### src/include/rgmii_hw_test_consts.svh
// Register map, Ethernet framing bytes and payload limits
`ifndef RGMII_HW_TEST_CONSTS_SVH
`define RGMII_HW_TEST_CONSTS_SVH

`define RHT_REG_CTRL      3'd0
`define RHT_REG_LEN       3'd1
`define RHT_REG_SEED      3'd2
`define RHT_REG_TX_COUNT  3'd3
`define RHT_REG_RX_GOOD   3'd4
`define RHT_REG_RX_BAD    3'd5
`define RHT_REG_RX_LEN    3'd6

`define RHT_PREAMBLE_LEN  16'd7
`define RHT_PREAMBLE_BYTE 8'h55
`define RHT_SFD_BYTE      8'hD5
`define RHT_IFG_CYCLES    16'd12
`define RHT_MIN_LEN       16'd1
`define RHT_MAX_LEN       16'd1500
// Reflected register value after data plus a correct FCS
`define RHT_CRC_RESIDUE   32'hDEBB20E3

`endif

### src/verilog/rgmii_hw_test_pkg.sv
// Vector types shared across the RGMII test core
// FSM state encodings for the frame generator and the frame checker
`default_nettype none

package rgmii_hw_test_pkg;

	typedef logic [7:0] byte_t;
	typedef logic [3:0] nibble_t;
	typedef logic [2:0] reg_addr_t;
	typedef logic [15:0] reg_data_t;
	typedef logic [15:0] count_t;
	typedef logic [31:0] crc_t;

	typedef enum logic [2:0] {
		GEN_IDLE,
		GEN_PREAMBLE,
		GEN_SFD,
		GEN_PAYLOAD,
		GEN_FCS,
		GEN_GAP
	} gen_state_t;

	typedef enum logic [1:0] {
		CHK_IDLE,
		CHK_PREAMBLE,
		CHK_DATA,
		CHK_DROP
	} chk_state_t;

endpackage

`default_nettype wire

### src/verilog/crc32_engine.sv
// Byte-wide Ethernet CRC-32 accumulator, reflected form
`default_nettype none
`timescale 1ns/1ns

module crc32_engine (
	input wire clk,
	input wire rst_n,
	input wire clear,
	input wire enable,
	input wire rgmii_hw_test_pkg::byte_t data,
	output rgmii_hw_test_pkg::crc_t crc
);
	import rgmii_hw_test_pkg::*;

	// 0x04C11DB7 bit-reversed
	localparam crc_t POLY = 32'hEDB88320;

	// LSB-first fold of one byte
	function automatic crc_t fold_byte(input crc_t cur, input byte_t din);
		crc_t c;
		c = cur ^ {24'd0, din};
		for (int i = 0; i < 8; i++) begin
			c = c[0] ? ((c >> 1) ^ POLY) : (c >> 1);
		end
		return c;
	endfunction

	always_ff @(posedge clk) begin
		if (!rst_n || clear) begin
			crc <= '1;
		end else if (enable) begin
			crc <= fold_byte(crc, data);
		end
	end

endmodule

`default_nettype wire

### src/verilog/frame_generator.sv
// Test frame generator on GMII
// Preamble, SFD, counting payload, CRC-32 FCS and inter-frame gap
`default_nettype none
`timescale 1ns/1ns
`include "rgmii_hw_test_consts.svh"

module frame_generator (
	input wire tx_clk,
	input wire rst_n,
	input wire start,
	input wire rgmii_hw_test_pkg::count_t payload_len,
	input wire rgmii_hw_test_pkg::byte_t seed,
	output logic busy,
	output logic frame_sent,
	output rgmii_hw_test_pkg::byte_t gmii_txd,
	output logic gmii_tx_en,
	output logic gmii_tx_er
);
	import rgmii_hw_test_pkg::*;

	gen_state_t state;
	count_t cnt;
	count_t len_q;
	byte_t seed_q;
	crc_t crc;
	crc_t fcs;
	logic len_ok;

	assign len_ok = (payload_len >= `RHT_MIN_LEN) && (payload_len <= `RHT_MAX_LEN);
	assign fcs = ~crc;

	crc32_engine crc_i (
		.clk(tx_clk),
		.rst_n,
		.clear(state == GEN_IDLE),
		.enable(state == GEN_PAYLOAD),
		.data(gmii_txd),
		.crc
	);

	// Sampled once when a frame is accepted
	always_ff @(posedge tx_clk) begin
		if (state == GEN_IDLE && start) begin
			len_q <= payload_len;
			seed_q <= seed;
		end
	end

	// cnt indexes the byte now on gmii_txd within the current state
	always_ff @(posedge tx_clk) begin
		if (!rst_n) begin
			state <= GEN_IDLE;
			cnt <= '0;
		end else begin
			cnt <= cnt + 16'd1;
			case (state)
			GEN_IDLE: begin
				cnt <= '0;
				if (start && len_ok) begin
					state <= GEN_PREAMBLE;
				end
			end
			GEN_PREAMBLE: begin
				if (cnt == `RHT_PREAMBLE_LEN - 16'd1) begin
					state <= GEN_SFD;
					cnt <= '0;
				end
			end
			GEN_SFD: begin
				state <= GEN_PAYLOAD;
				cnt <= '0;
			end
			GEN_PAYLOAD: begin
				if (cnt == len_q - 16'd1) begin
					state <= GEN_FCS;
					cnt <= '0;
				end
			end
			GEN_FCS: begin
				if (cnt == 16'd3) begin
					state <= GEN_GAP;
					cnt <= '0;
				end
			end
			default: begin
				if (cnt == `RHT_IFG_CYCLES - 16'd1) begin
					state <= GEN_IDLE;
					cnt <= '0;
				end
			end
			endcase
		end
	end

	always_comb begin
		case (state)
		GEN_PREAMBLE: gmii_txd = `RHT_PREAMBLE_BYTE;
		GEN_SFD:      gmii_txd = `RHT_SFD_BYTE;
		GEN_PAYLOAD:  gmii_txd = seed_q + cnt[7:0];
		// FCS goes out low byte first
		GEN_FCS:      gmii_txd = fcs[{cnt[1:0], 3'b000} +: 8];
		default:      gmii_txd = 8'h00;
		endcase
	end

	assign gmii_tx_en = state inside {GEN_PREAMBLE, GEN_SFD, GEN_PAYLOAD, GEN_FCS};
	assign gmii_tx_er = 1'b0;
	assign busy = (state != GEN_IDLE);
	assign frame_sent = (state == GEN_FCS) && (cnt == 16'd3);

endmodule

`default_nettype wire

### config.mk
export PLATFORM = sky130hd
export DESIGN_NAME = frame_generator
export DESIGN_NICKNAME = d
export VERILOG_FILES = /design/src/verilog/rgmii_hw_test_pkg.sv /design/src/verilog/crc32_engine.sv /design/src/verilog/frame_generator.sv
export VERILOG_INCLUDE_DIRS = /design/src /design/src/include
export SDC_FILE = /design/constraint.sdc
export NUM_CORES = 1
export LEC_CHECK = 0
export BUFFER_PORTS_ARGS = -buffer_cell sky130_fd_sc_hd__buf_2
export CORE_ASPECT_RATIO = 0.75
export CORE_MARGIN = 3
export CORE_UTILIZATION = 45
export DETAILED_ROUTE_END_ITERATION = 8
export GPL_TIMING_DRIVEN = 0
export PLACE_DENSITY = 0.74
export SYNTH_ARGS = -nofsm -noshare
export SYNTH_HDL_FRONTEND = slang
export SYNTH_SLANG_ARGS = --single-unit
### constraint.sdc
create_clock -name tx_clk -period 4.12 [get_ports tx_clk]
set_clock_uncertainty 0.2 [all_clocks]
set_input_delay 0.824 -clock tx_clk [delete_from_list [all_inputs] [get_ports tx_clk]]
set_output_delay 0.824 -clock tx_clk [all_outputs]
set_load 0.02 [all_outputs]
* Word-level counts from Yosys, hierarchy flattened
Index checks and enable logic that the tools add are counted.
Word-level totals: register bits 75, latch bits 0, bits in writable memories 0, bits in read-only memories 0, input bits 27, output and inout port bits 12, word-level logic and storage cells 65, memories kept 0
Cells by class: add/sub/neg operators 3, $mul 0, div/mod/pow operators 0, $lt $le $gt $ge 2, equal/unequal tests 12, shift operators 1, muxes and demuxes 20, bitwise operators 10, reduce and logical (&&, ||, !) cells 12
Operator list (number):
- $mux W32 | 8
- $not A13 Y14 | 8
- $mux W16 | 4
- $pmux W16 S4 | 1
- $not A32 Y32 | 1
- $pmux W8 S4 | 1
- $shiftx A32 B6 Y8 | 1
- $xor A32 B8 Y32 | 1
- $add A16 B1 Y16 const B | 1
- $eq A16 B16 Y1 | 1
- $eq A16 B2 Y1 const B | 1
- $eq A16 B3 Y1 const B | 1
- $eq A16 B4 Y1 const B | 1
- $ge A16 B1 Y1 const B | 1
- $le A16 B11 Y1 const B | 1
- $sub A16 B1 Y16 const B | 1
- $mux W3 | 5
- $pmux W3 S5 | 1
- $add A8 B8 Y8 | 1
- $ne A2 B2 Y1 const B | 4
- $eq A3 B2 Y1 const B | 2
- $reduce_bool A6 Y1 | 1
- $reduce_and A5 Y1 | 1
- $logic_and A1 B1 Y1 | 4
- 8 further kinds | 8

* Logic depth before layout (Yosys ltp)
depth after elaboration 20, mapped depth 13, mapped depth without buffers 11

* Modules after synthesis
From an unflattened synthesis, not the netlist that was laid out.
Second synthesis, totals: cell total of the unflattened synthesis 496, area total of the unflattened synthesis 4777.1 um^2
Modules (own cells, without submodules):
- frame_generator | instances 1, cells each 294, area an instance 2866.5 um^2, seq. area each 1101.1 um^2
- crc32_engine | instances 1, cells each 202, area an instance 1910.6 um^2, seq. area each 640.6 um^2

* Worst setup path before layout
Ideal clock, no wire load.
path type flip-flop to flip-flop, from register cnt[1], to register crc_i.crc[21], library setup time 0.079 ns, arrival time 3.186 ns, required time 3.841 ns, setup slack 0.655 ns, cell stages (with the launch flop) 12, buffers on the path 1, period minus slack after synthesis 3.465 ns, cell sequence dfxtp_1 -> buf_2 -> inv_1 -> fa_1 -> nor2b_1 -> o21ai_1 -> a2111oi_1 -> nor3_2 -> xnor2_1 -> xnor2_2 -> xnor3_1 -> o211ai_1
On the way: longest elaborated chain between the ends 15, elaborated cells between the ends (all ways) 17, those cells by class add/sub: 1; shift: 1; mux: 9; bitwise: 6
RTL lines:
- from (decl) | line frame_generator.sv:22 | count_t cnt;
- from (signal assigned) | line frame_generator.sv:55 | cnt <= cnt + 16'd1;
- $shiftx A32 B6 Y8 / $add A8 B8 Y8 (equally long branches) | line frame_generator.sv:101, frame_generator.sv:99
- $pmux W8 S4 (*) | line frame_generator.sv:96 | case (state)
- $xor A32 B8 Y32 (*) | line crc32_engine.sv:21 | c = cur ^ {24'd0, din};
- $mux W32 (*) (2 in a row) | line crc32_engine.sv:23 | c = c[0] ? ((c >> 1) ^ POLY) : (c >> 1);
- $not A13 Y14 (no source line)
- $mux W32 (*) (2 in a row) | line crc32_engine.sv:23
- $not A13 Y14 (no source line)
- $mux W32 (*) | line crc32_engine.sv:23
- $not A13 Y14 (no source line)
- $mux W32 (*) (2 in a row) | line crc32_engine.sv:23
- $not A13 Y14 (no source line)
- $mux W32 (*) | line crc32_engine.sv:23
- to (signal assigned) | line crc32_engine.sv:32 | crc <= fold_byte(crc, data);
- to (decl) | line crc32_engine.sv:11 | output rgmii_hw_test_pkg::crc_t crc
Every way passes the cells marked *; elsewhere a longest branch is shown, timed or not. A chain may end at the register's enable or synchronous reset.

* Final worst setup path
from register cnt[1], to output gmii_txd[6]
On the way: longest elaborated chain between the ends 2, elaborated cells between the ends (all ways) 3, those cells by class add/sub: 1; shift: 1; mux: 1
RTL lines:
- $shiftx A32 B6 Y8 / $add A8 B8 Y8 (equally long branches) | line frame_generator.sv:101, frame_generator.sv:99
- $pmux W8 S4 (*) | line frame_generator.sv:96
- to (decl) | line frame_generator.sv:15 | output rgmii_hw_test_pkg::byte_t gmii_txd,
Marked as above.

==> impl_metrics.py <==
metrics = {
    "placement": {
        "gp_congestion": 0.902,
        "place.detailed.hpwl_mm": 9.75,
        "io_buffer_count": 37,
        "placed_cells": 692,
    },
    "hold_path": {
        "worstHoldStart": "crc_i.crc[8]",
        "whs_endpoint": "crc_i.crc[8]",
        "holdPathStages": 2,
        "hp-class": "flop to flop",
    },
    "synth": {
        "yosysMostFrequentCell": "dfxtp_1",
        "synth_cell_type_count": 71,
        "synth.avg_cell_area_sq_um": 10.1,
        "synth_top_cell_by_area": "dfxtp_1",
        "synth_edf_count": 24,
        "synth_common_cells": "dfxtp_1 (51), xnor2_1 (49), nand2_1 (37), nor2_1 (37), xor2_1 (30)",
        "syn-instance-count": 514,
        "synthFlopType": "dfxtp_1",
        "synthArstFlopShare_pct": 0,
        "syn-num-nets": 552,
        "synth_area_leaders": "dfxtp_1 (20%), edfxtp_1 (14%), xnor2_1 (8.3%)",
        "ys_seq_elements": 75,
        "synth_warnings": 0,
        "synth.cell_area_sq_mm": 0.00517,
        "seq_area_frac_synth_pct": 33.7,
        "synth.top_cell.area_share_pct": 19.8,
    },
    "flow_run": {
        "drv_cap": 0,
    },
    "route": {
        "dr_total_vias": 4180,
        "routedWlPerCell_um": 18.6,
        "first_iter_violations": 367,
        "vias_per_cell": 5.90,
        "firstDrtPassIters": 6,
        "drc": 0,
        "drtAntennaViolNets": 0,
        "routed_wl_mm": 13.2,
    },
    "power": {
        "pwr_density_cell_mw_per_mm2": 298,
        "p_leak_nw": 2.35,
        "sequentialPowerShare_pct": 45.4,
        "p_switching_mw": 0.408,
        "combPwrFrac_pct": 8.0,
        "sw_frac_of_total_pct": 23.3,
        "max-vdd-ir-drop_mv": 0.202,
        "power.internal_mw": 1.34,
        "pwr-share-clk_pct": 46.6,
    },
    "sta": {
        "finalSetupViolCount": 0,
        "period_needed_ps": 4010,
        "slew_violations": 0,
        "hold_viol": 0,
        "maxSlewHeadroom_pct": 46.5,
        "fmax_ghz": 0.249,
        "final.period_utilization_pct": 97.4,
        "tightestPinTransition_ps": 802,
    },
    "clocking": {
        "cts_tree": "done",
        "insertion_delay_ps": 350,
        "clock-root-buffer": "clkbuf_16",
        "cts_buffers": 9,
        "cts_setup_buffers": 0,
        "cts.sinks": 75,
        "cts_buffer_depth": 2,
        "clk_pin_slew_ps": 60,
        "postCtsHoldBufs": 0,
        "htree_levels": 3,
    },
    "worst_setup_path": {
        "reg2reg_slack_ps": 270,
        "arrival_ps": 2990,
        "worstSetupEndpointType": "primary output",
        "slowest_delay_ps": 460,
        "start_kind": "flop",
        "crit_fanout": 10,
        "cp_slowest_cell": "dfxtp_2",
        "reg2reg_depth": 11,
        "required_ps": 3100,
        "worst-setup-path-type": "flop to primary output",
        "crit_family": "compound AO/OA/AOI/OAI gates",
        "crit_chain": "buf_6, inv_1, fa_1, nor2b_1, o31a_1, o22a_1, xnor2_1, a21oi_1, nor2_1, a221oi_1, buf_2",
        "r2r-start": "cnt[1]",
        "r2r-end": "crc_i.crc[21]",
        "critical_path_buf_inv_count": 3,
    },
    "die": {
        "coreArea_sq_mm": 0.0111,
        "dieHeight_um": 98.8,
        "ios": 39,
        "initial_core_util_pct": 46.7,
        "die_w_um": 130,
        "rows": 33,
        "dieArea_sq_mm": 0.0128,
    },
    "global_routing": {
        "grt-busiest-layer": "met1",
        "antenna_found_initial": 0,
        "overflow": 0,
        "track_usage_pct": 21.4,
        "grt_max_degree": 14,
        "grt_use_met3_pct": 5.15,
        "grtUsageMet1_pct": 31.8,
        "grt_use_met2_pct": 31.0,
        "first_global_vias": 3955,
        "grt_pass1_wl_mm": 21.2,
    },
    "cells_and_area": {
        "num_antenna_cells": 0,
        "fin_util_pct": 53.0,
        "fillers": 1002,
        "fin_nets": 601,
        "multi_input_area_sq_mm": 0.00322,
        "seq_area_sq_mm": 0.00174,
        "syn2layout_area_growth_pct": 13.6,
        "stdcell_count": 708,
        "drive_gt1_share_pct": 17.3,
    },
    "status": {
        "outcome": "finished, final reports clean",
    },
}
[area by class of cell]
| class | instances | area share [%] |
|---|---|---|
| buffer | 33 | 2.98 |
| inverter | 13 | 0.831 |
| sequential | 75 | 29.7 |
| clock buffer | 13 | 4.99 |
| tap | 140 | 2.98 |
| multi-input combinational | 393 | 54.8 |
| timing repair buffer | 38 | 3.41 |
| clock inverter | 3 | 0.277 |
[layer usage]
metal / wire length (um) / up-vias / share of wire, %
met5: 0 / - / 0
met4: 150 / 0 / 1.1
met1: 6180 / 2035 / 47
met3: 1140 / 12 / 8.7
li1: - / 1948 / -
met2: 5700 / 185 / 43
[how the worst max path moves through the flow]
stage,slack (ps),end,depth (start not counted),start
after floorplan,660,crc_i.crc[21],11,cnt[1]
after global placement,-50,crc_i.crc[21],11,cnt[1]
after detailed placement,-160,crc_i.crc[21],11,cnt[1]
after CTS,90,gmii_txd[6],11,cnt[1]
after global routing,-5,gmii_txd[6],11,cnt[1]
final,110,gmii_txd[6],11,cnt[1]
[sequential cells by signal (all words and copies together), names as in the netlist]
signal     cells
len_q         16
seed_q         8
cnt           16
crc_i.crc     32
state          3
[stage by stage]
step | power (mW) | setup TNS [ps] | cell area (sq um) | setup WS, ps | hold slack, ps
after global placement | 0.942 | -61.8 | 5530 | -45.4 | 293
after floorplan | 0.903 | 0 | 5170 | 655 | 265
after detailed placement | 0.948 | -523 | 5550 | -158 | 304
final | 1.75 | 0 | 5870 | 109 | 312
after global routing | 1.80 | -5.31 | 5870 | -5.31 | 328
after CTS | 1.76 | 0 | 5870 | 94.7 | 312
[cell usage in the layout, fill, tap and decap left out, drive strengths merged, types with 5 or more instances in the layout]
| cell type | count |
|---|---|
| o21ai | 20 |
| buf | 52 |
| dfxtp | 51 |
| edfxtp | 24 |
| nor2b | 5 |
| nor2 | 37 |
| or3 | 6 |
| clkbuf | 32 |
| nand3b | 5 |
| xnor3 | 11 |
| mux2i | 8 |
| nor3 | 17 |
| a21oi | 14 |
| xor2 | 36 |
| ha | 10 |
| xnor2 | 56 |
| nor4 | 11 |
| and3 | 8 |
| nand3 | 15 |
| nand2 | 37 |
| o211ai | 27 |
| inv | 14 |
| mux4 | 7 |
[power by group through the flow]
| stage | combinational [mW] | sequential, mW | clock, mW |
|---|---|---|---|
| 6_report | 0.140 | 0.795 | 0.815 |
| 5_1_grt | 0.154 | 0.796 | 0.851 |
| 4_1_cts | 0.139 | 0.794 | 0.830 |
| 3_5_place_dp | 0.138 | 0.810 | 0 |
| 3_3_place_gp | 0.132 | 0.810 | 0 |
| 2_1_floorplan | 0.0974 | 0.806 | 0 |
[what timing repair did]
action                                  in CTS  in global routing
endpoints found under the setup margin       8                  1
resized for setup                            3                  1
pin swaps                                    0                  0
[logic make-up (layout without fill, tap and decap cells)]
kind of cell / count (synthesis) / after routing / synth area share (%)
AO/OA/AOI/OAI: 91 / 91 / 13.3
buffers and inverters: 46 / 100 / 4.21
AND/OR/NAND/NOR: 170 / 170 / 17.3
other: 1 / 1 / 0.0726
flip-flops: 75 / 75 / 33.7
XOR/XNOR: 104 / 104 / 23.6
multiplexers: 16 / 16 / 4.96
adder cells (fa/ha/maj): 11 / 11 / 2.81
[tightest hold or removal path, stage by stage (launching register included)]
cell	delay (ps)
dfxtp_1	330
nand2_1	60
o211ai_1	70
No activity file was read; power rests on OpenSTA's default activity.
